### src/hdl/riscv_pkg.sv
package riscv_pkg;

   localparam int XLEN     = 32;
   localparam int REG_W    = 5;
   localparam int NUM_REGS = 32;

   // RV32I major opcodes
   typedef enum logic [6:0] {
      OP_REG    = 7'b0110011,
      OP_IMM    = 7'b0010011,
      OP_LUI    = 7'b0110111,
      OP_LOAD   = 7'b0000011,
      OP_STORE  = 7'b0100011,
      OP_BRANCH = 7'b1100011,
      OP_JAL    = 7'b1101111
   } opcode_e;

   typedef enum logic [2:0] {
      ALU_ADD,
      ALU_SUB,
      ALU_AND,
      ALU_OR,
      ALU_XOR,
      ALU_SLT,
      ALU_PASS_B   // LUI
   } alu_op_e;

   typedef struct packed {
      logic            valid;
      logic [XLEN-1:0] pc;
      logic [XLEN-1:0] instr;
   } if_id_t;

   typedef struct packed {
      logic             valid;
      logic [XLEN-1:0]  pc;
      logic [REG_W-1:0] rs1;
      logic [REG_W-1:0] rs2;
      logic [REG_W-1:0] rd;
      logic [XLEN-1:0]  op_a;
      logic [XLEN-1:0]  op_b;
      logic [XLEN-1:0]  imm;
      alu_op_e          alu_op;
      logic             use_imm;
      logic             reg_write;
      logic             mem_read;
      logic             mem_write;
      logic             is_branch;
      logic             branch_ne;
      logic             is_jal;
   } id_ex_t;

   typedef struct packed {
      logic             valid;
      logic [XLEN-1:0]  pc;
      logic [REG_W-1:0] rd;
      logic [XLEN-1:0]  alu_result;
      logic [XLEN-1:0]  store_data;
      logic             reg_write;
      logic             mem_read;
      logic             mem_write;
      logic             redirect;
      logic [XLEN-1:0]  redirect_pc;
   } ex_mem_t;

   typedef struct packed {
      logic             valid;
      logic [XLEN-1:0]  pc;
      logic [REG_W-1:0] rd;
      logic             reg_write;
      logic [XLEN-1:0]  result;
   } mem_wb_t;

endpackage

### src/hdl/decode_stage.sv
`timescale 1ns/1ps

module decode_stage import riscv_pkg::*; (
   input  logic             clk,
   input  logic             reset,
   input  if_id_t           if_id_i,
   input  logic             flush_i,
   input  logic             rf_we_i,
   input  logic [REG_W-1:0] rf_rd_i,
   input  logic [XLEN-1:0]  rf_data_i,
   output id_ex_t           id_ex_o
);

   logic [XLEN-1:0]  regs [NUM_REGS];
   logic [XLEN-1:0]  instr;
   opcode_e          opc;
   logic [2:0]       funct3;
   logic [6:0]       funct7;
   logic [REG_W-1:0] rs1;
   logic [REG_W-1:0] rs2;
   logic [XLEN-1:0]  rs1_val;
   logic [XLEN-1:0]  rs2_val;
   logic [XLEN-1:0]  imm_i, imm_s, imm_b, imm_j, imm_u;
   logic             legal;
   id_ex_t           dec;

   assign instr  = if_id_i.instr;
   assign opc    = opcode_e'(instr[6:0]);
   assign funct3 = instr[14:12];
   assign funct7 = instr[31:25];
   assign rs1    = instr[19:15];
   assign rs2    = instr[24:20];

   assign imm_i = {{20{instr[31]}}, instr[31:20]};
   assign imm_s = {{20{instr[31]}}, instr[31:25], instr[11:7]};
   assign imm_b = {{19{instr[31]}}, instr[31], instr[7], instr[30:25], instr[11:8], 1'b0};
   assign imm_j = {{11{instr[31]}}, instr[31], instr[19:12], instr[20], instr[30:21], 1'b0};
   assign imm_u = {instr[31:12], 12'b0};

   // x0 reads zero, same-cycle write passes straight through
   assign rs1_val = (rs1 == '0) ? '0 : (rf_we_i && rf_rd_i == rs1) ? rf_data_i : regs[rs1];
   assign rs2_val = (rs2 == '0) ? '0 : (rf_we_i && rf_rd_i == rs2) ? rf_data_i : regs[rs2];

   always_comb begin
      dec        = '0;
      legal      = 1'b1;
      dec.valid  = 1'b1;
      dec.pc     = if_id_i.pc;
      dec.rs1    = rs1;
      dec.rs2    = rs2;
      dec.rd     = instr[11:7];
      dec.op_a   = rs1_val;
      dec.op_b   = rs2_val;
      dec.imm    = imm_i;
      dec.alu_op = ALU_ADD;
      case (opc)
         OP_REG, OP_IMM: begin
            dec.reg_write = 1'b1;
            dec.use_imm   = (opc == OP_IMM);
            case (funct3)
               3'b000: dec.alu_op = (opc == OP_REG && funct7[5]) ? ALU_SUB : ALU_ADD;
               3'b010: dec.alu_op = ALU_SLT;
               3'b100: dec.alu_op = ALU_XOR;
               3'b110: dec.alu_op = ALU_OR;
               3'b111: dec.alu_op = ALU_AND;
               default: legal = 1'b0;
            endcase
            // Only SUB may set funct7
            if (opc == OP_REG && funct7 != 7'b0000000 &&
                !(funct3 == 3'b000 && funct7 == 7'b0100000)) begin
               legal = 1'b0;
            end
         end
         OP_LUI: begin
            dec.reg_write = 1'b1;
            dec.use_imm   = 1'b1;
            dec.imm       = imm_u;
            dec.alu_op    = ALU_PASS_B;
         end
         OP_LOAD: begin
            legal         = (funct3 == 3'b010);   // LW only
            dec.reg_write = 1'b1;
            dec.mem_read  = 1'b1;
            dec.use_imm   = 1'b1;
         end
         OP_STORE: begin
            legal         = (funct3 == 3'b010);   // SW only
            dec.mem_write = 1'b1;
            dec.use_imm   = 1'b1;
            dec.imm       = imm_s;
         end
         OP_BRANCH: begin
            legal         = (funct3[2:1] == 2'b00);
            dec.is_branch = 1'b1;
            dec.branch_ne = funct3[0];
            dec.imm       = imm_b;
         end
         OP_JAL: begin
            dec.reg_write = 1'b1;
            dec.is_jal    = 1'b1;
            dec.imm       = imm_j;
         end
         default: legal = 1'b0;
      endcase
      if (!(if_id_i.valid && legal)) begin
         dec = '0;   // Bubble
      end
   end

   always_ff @(posedge clk) begin
      if (reset) begin
         for (int i = 0; i < NUM_REGS; i++) begin
            regs[i] <= '0;
         end
      end else if (rf_we_i) begin
         regs[rf_rd_i] <= rf_data_i;
      end
   end

   always_ff @(posedge clk) begin
      if (reset || flush_i) begin
         id_ex_o <= '0;
      end else begin
         id_ex_o <= dec;
      end
   end

endmodule

### config.mk
export PLATFORM = sky130hd
export DESIGN_NAME = decode_stage
export DESIGN_NICKNAME = d
export VERILOG_FILES = /design/src/hdl/riscv_pkg.sv /design/src/hdl/decode_stage.sv
export SDC_FILE = /design/constraint.sdc
export NUM_CORES = 2
export LEC_CHECK = 0
export BUFFER_PORTS_ARGS = -buffer_cell sky130_fd_sc_hd__buf_2
export CELL_PAD_IN_SITES_DETAIL_PLACEMENT = 0
export CELL_PAD_IN_SITES_GLOBAL_PLACEMENT = 2
export CORE_MARGIN = 2
export CORE_UTILIZATION = 30
export DETAILED_ROUTE_END_ITERATION = 8
export GPL_ROUTABILITY_DRIVEN = 0
export PLACE_DENSITY = 0.53
export REMOVE_ABC_BUFFERS = 1
export SLEW_MARGIN = 20
export SYNTH_ARGS = -nofsm -noshare
export SYNTH_HDL_FRONTEND = slang
export SYNTH_SLANG_ARGS = --single-unit
export TNS_END_PERCENT = 20
### constraint.sdc
create_clock -name clk -period 2.3 [get_ports clk]
set_input_delay 0.115 -clock clk [delete_from_list [all_inputs] [get_ports clk]]
set_output_delay 0.115 -clock clk [all_outputs]
set_load 0.01 [all_outputs]
==> run_summary.xml <==
<?xml version="1.0" encoding="UTF-8"?>
<metrics>
  <group name="clock_network">
    <metric name="post_cts_resized" unit="">0</metric>
    <metric name="insertion_delay" unit="ns">0.81</metric>
    <metric name="tritoncts.num_buffers" unit="">147</metric>
    <metric name="ctsRootBufferMaster" unit="">clkbuf_16</metric>
    <metric name="postCtsSetupRepairBufs" unit="">0</metric>
    <metric name="max-clock-path-buffers" unit="">3</metric>
    <metric name="htreeDepth" unit="">4</metric>
    <metric name="hold_buffers" unit="">122</metric>
    <metric name="clock-sinks" unit="">1178</metric>
    <metric name="cts_tree" unit="">done</metric>
    <metric name="worst_setup_hold_path_clk_slew" unit="ns">0.05</metric>
  </group>
  <group name="place">
    <metric name="dp_hpwl" unit="um">159000</metric>
    <metric name="placedCellCount" unit="">6780</metric>
    <metric name="place.port_buffers" unit="">259</metric>
    <metric name="post_dp_cell_area" unit="um^2">67600</metric>
  </group>
  <group name="finish">
    <metric name="layout_commonest_cell" unit="">and2_1</metric>
    <metric name="multi_input_comb_area" unit="um^2">24300</metric>
    <metric name="area.growth.synth_to_final" unit="%">23.8</metric>
    <metric name="postLayoutCellArea" unit="um^2">73700</metric>
    <metric name="layout.area.seq" unit="um^2">33800</metric>
    <metric name="layout.cells.most_common_list" unit="">and2_1 (1,078), edfxtp_1 (1,024), mux4_2 (538)</metric>
    <metric name="instances_no_fill" unit="">7182</metric>
    <metric name="layout-drive-gt1-share" unit="%">34.5</metric>
    <metric name="finish.net_count" unit="">4517</metric>
    <metric name="final.fill_count" unit="">18500</metric>
  </group>
  <group name="yosys">
    <metric name="synth_enable_flop_cells" unit="">1024</metric>
    <metric name="synthFlopType" unit="">edfxtp_1</metric>
    <metric name="synth_mux_area_share" unit="%">23.9</metric>
    <metric name="synth_top_cell_area_share" unit="%">51.7</metric>
    <metric name="yosys.area_share.simple" unit="%">13.7</metric>
    <metric name="synth-seq-area-share" unit="%">56.8</metric>
    <metric name="synthesis.area_per_instance" unit="um^2">15.3</metric>
    <metric name="synth_top_cells_by_area" unit="">edfxtp_1 (52%), mux4_2 (20%), and2_1 (11%)</metric>
    <metric name="synth_cell_type_count" unit="">52</metric>
    <metric name="synth_fa_ha_area_share" unit="%">0</metric>
    <metric name="synthesis.yosys.warnings" unit="">0</metric>
    <metric name="synthArstFlopShare" unit="%">0</metric>
    <metric name="synthDominantAreaCellType" unit="">edfxtp_1</metric>
    <metric name="synth_compound_area_share" unit="%">2.46</metric>
    <metric name="ys_seq_elements" unit="">1178</metric>
    <metric name="synth_top_family_by_area" unit="">multiplexers</metric>
    <metric name="synthesis.area" unit="um^2">59500</metric>
    <metric name="synthXorXnorAreaFrac" unit="%">0.177</metric>
    <metric name="netlist_instances" unit="">3894</metric>
  </group>
  <group name="drt">
    <metric name="detail_route.iter0.violations" unit="">3941</metric>
    <metric name="detail-route-antenna-nets" unit="">0</metric>
    <metric name="met3_wl" unit="um">15500</metric>
    <metric name="dr_wl_met2" unit="um">121000</metric>
    <metric name="drt_drc_violations_left" unit="">0</metric>
    <metric name="routedLengthMet1" unit="um">107000</metric>
    <metric name="highest-signal-layer" unit="">met4</metric>
    <metric name="vias_per_cell" unit="">5.29</metric>
    <metric name="total_iterations_of_the_first_detailed_routing_run" unit="">5</metric>
    <metric name="routedWlPerCell" unit="um">35.0</metric>
    <metric name="drt-total-wl" unit="um">251000</metric>
    <metric name="num_vias" unit="">38000</metric>
  </group>
  <group name="floorplan">
    <metric name="die_w" unit="um">449</metric>
    <metric name="die_outline_area" unit="um^2">202000</metric>
    <metric name="floorplan.rows" unit="">163</metric>
    <metric name="initial_core_util" unit="%">30.2</metric>
    <metric name="top_level_ports" unit="">260</metric>
    <metric name="die_height" unit="um">449</metric>
    <metric name="placeableCoreArea" unit="um^2">197000</metric>
  </group>
  <group name="power_and_ir_drop">
    <metric name="p_total" unit="mW">54.8</metric>
    <metric name="static-leakage-power" unit="nW">26.4</metric>
    <metric name="vdd.ir_drop.worst" unit="mV">0.803</metric>
    <metric name="power.density" unit="nW/um^2">745</metric>
  </group>
  <group name="sta">
    <metric name="timing.clock.skew" unit="ns">0.0292</metric>
    <metric name="setup-tns-final" unit="ns">0</metric>
    <metric name="timing.final.crit_share" unit="%">92.8</metric>
    <metric name="report.final.setup_viol" unit="">0</metric>
    <metric name="finalWorstPathRequiredPeriod" unit="ns">2.13</metric>
    <metric name="hold_viol_final" unit="">0</metric>
    <metric name="highest_clock_rate" unit="MHz">469</metric>
    <metric name="slew_headroom" unit="%">37.2</metric>
    <metric name="final_max_slew_viol_count" unit="">0</metric>
    <metric name="worstMarginPinSlew" unit="ns">0.940</metric>
    <metric name="hold-worst-slack" unit="ns">0.0578</metric>
    <metric name="setup_repair_after_global_routing_missed_its_margin" unit="">false</metric>
  </group>
  <group name="worst_hold_path">
    <metric name="count_of_cells_along_the_worst_hold_path" unit="">3</metric>
    <metric name="hold_start" unit="">if_id_i[39]</metric>
    <metric name="worst_hold_path_endpoint" unit="">id_ex_o[128]$_SDFF_PP0_</metric>
    <metric name="min_delay_path_class" unit="">input pin to flip-flop</metric>
  </group>
  <group name="outcome">
    <metric name="run_status" unit="">finished, final reports clean</metric>
  </group>
  <group name="global_routing">
    <metric name="groute.usage.overall" unit="%">24.7</metric>
    <metric name="grt_start_max_net_pins" unit="">50</metric>
    <metric name="grt_antenna_before_repair" unit="">39</metric>
    <metric name="number_of_global_route_vias_before_repair" unit="">39200</metric>
    <metric name="grt_pass1_wl" unit="um">343000</metric>
    <metric name="global_route_total_overflow" unit="">0</metric>
  </group>
  <group name="setup_path">
    <metric name="worstSetupStartpointType" unit="">input pin</metric>
    <metric name="crit_arrival" unit="ns">2.87</metric>
    <metric name="timing.critical_path.fanout_max" unit="">24</metric>
    <metric name="r2r_setup_slack" unit="ns">0.20</metric>
    <metric name="worstReg2RegEnd" unit="">id_ex_o[53]$_SDFF_PP0_</metric>
    <metric name="worstSetupEndpointType" unit="">flip-flop</metric>
    <metric name="r2r_start" unit="">regs[16][11]$_SDFFCE_PN0P_</metric>
    <metric name="crit_required" unit="ns">3.04</metric>
    <metric name="r2r.worst_path.cells" unit="">4</metric>
    <metric name="critPathKind" unit="">input pin to flip-flop</metric>
  </group>
  <group name="flow_run">
    <metric name="cap_violations" unit="">0</metric>
  </group>
</metrics>
==> worst max path at each step <==
stage	end	slack [ns]	startpoint
after floorplan	id_ex_o[42]$_SDFF_PP0_	-1.13	if_id_i[23]
after global placement	id_ex_o[66]$_SDFF_PP0_	-0.16	if_id_i[20]
after detailed placement	id_ex_o[66]$_SDFF_PP0_	-0.15	if_id_i[20]
after CTS	id_ex_o[69]$_SDFF_PP0_	0.19	regs[16][27]$_SDFFCE_PN0P_
after global routing	id_ex_o[35]$_SDFF_PP0_	0.11	if_id_i[5]
final	id_ex_o[50]$_SDFF_PP0_	0.17	if_id_i[3]
==> stage by stage <==
stage          setup slack [ns]  utilization (%)
2_1_floorplan             -1.13                -
3_3_place_gp             -0.161             34.3
3_5_place_dp             -0.149             34.3
4_1_cts                   0.191             37.3
5_1_grt                   0.108             37.3
6_report                  0.166             37.4
==> flip-flops by register name, indices dropped and copies added, names as in the netlist <==
| name | flops |
|---|---|
| id_ex_o | 154 |
| regs | 1024 |
==> layer usage <==
layer / track usage (%) / vias up
met5: 0 / -
met4: 7.74 / 0
met3: 3.58 / 328
met2: 40.8 / 1577
met1: 33.5 / 20200
li1: - / 15900
==> synthesized netlist by cell type, types with 2 or more instances <==
cell type / instances
and2_1: 1078
edfxtp_1: 1024
mux4_2: 538
clkbuf_1: 285
dfxtp_1: 154
mux2i_1: 133
nor2_1: 124
mux2_2: 69
buf_2: 59
a22oi_1: 44
a21oi_1: 35
nand2_1: 35
o22ai_1: 35
or2_2: 33
a22o_1: 32
buf_1: 25
buf_4: 24
a221oi_1: 19
nor3_1: 17
nor3_2: 16
o21ai_0: 13
a41oi_1: 9
xor2_1: 9
a31oi_1: 7
buf_6: 7
nand3_1: 7
nor2b_1: 7
and3_1: 6
nand2b_1: 5
nand3b_1: 5
nor4_1: 5
inv_1: 4
or3_1: 4
o211ai_1: 3
xnor2_1: 3
nand4_1: 2
nor4b_1: 2
o21ai_2: 2
or3b_2: 2
==> worst max-delay path, cell delays in order <==
cell           delay [ns]
dlygate4sd3_1        0.54
buf_2                0.13
or3b_1               0.41
or3_4                0.37
a221oi_4             0.31
nor2_2               0.12
nor3_4               0.26
buf_12               0.34
a22o_1               0.20
==> cells by family after synthesis <==
group	count (synthesis)
XOR/XNOR	12
AND/OR/NAND/NOR	1355
buffers and inverters	405
flip-flops	1178
AO/OA/AOI/OAI	204
multiplexers	740
==> layout make-up <==
| cell class | instances | share of cell area (%) |
|---|---|---|
| diodes | 12 | 0.0408 |
| clock buffers | 199 | 5.47 |
| clock inverters | 69 | 1.03 |
| inverters | 5 | 0.0323 |
| multi-input cells | 2311 | 33.0 |
| flip-flops and latches | 1178 | 45.9 |
| well taps | 2640 | 4.48 |
| repair buffers | 768 | 10.0 |
==> where the power goes <==
group / total [mW] / switching (mW) / leakage, nW / internal (mW)
sequential: 24.8 / 0.583 / 11.0 / 24.2
clock: 23.6 / 9.78 / 2.33 / 13.9
combinational: 6.39 / 3.33 / 13.1 / 3.06
(Power assumes the default switching activity.)
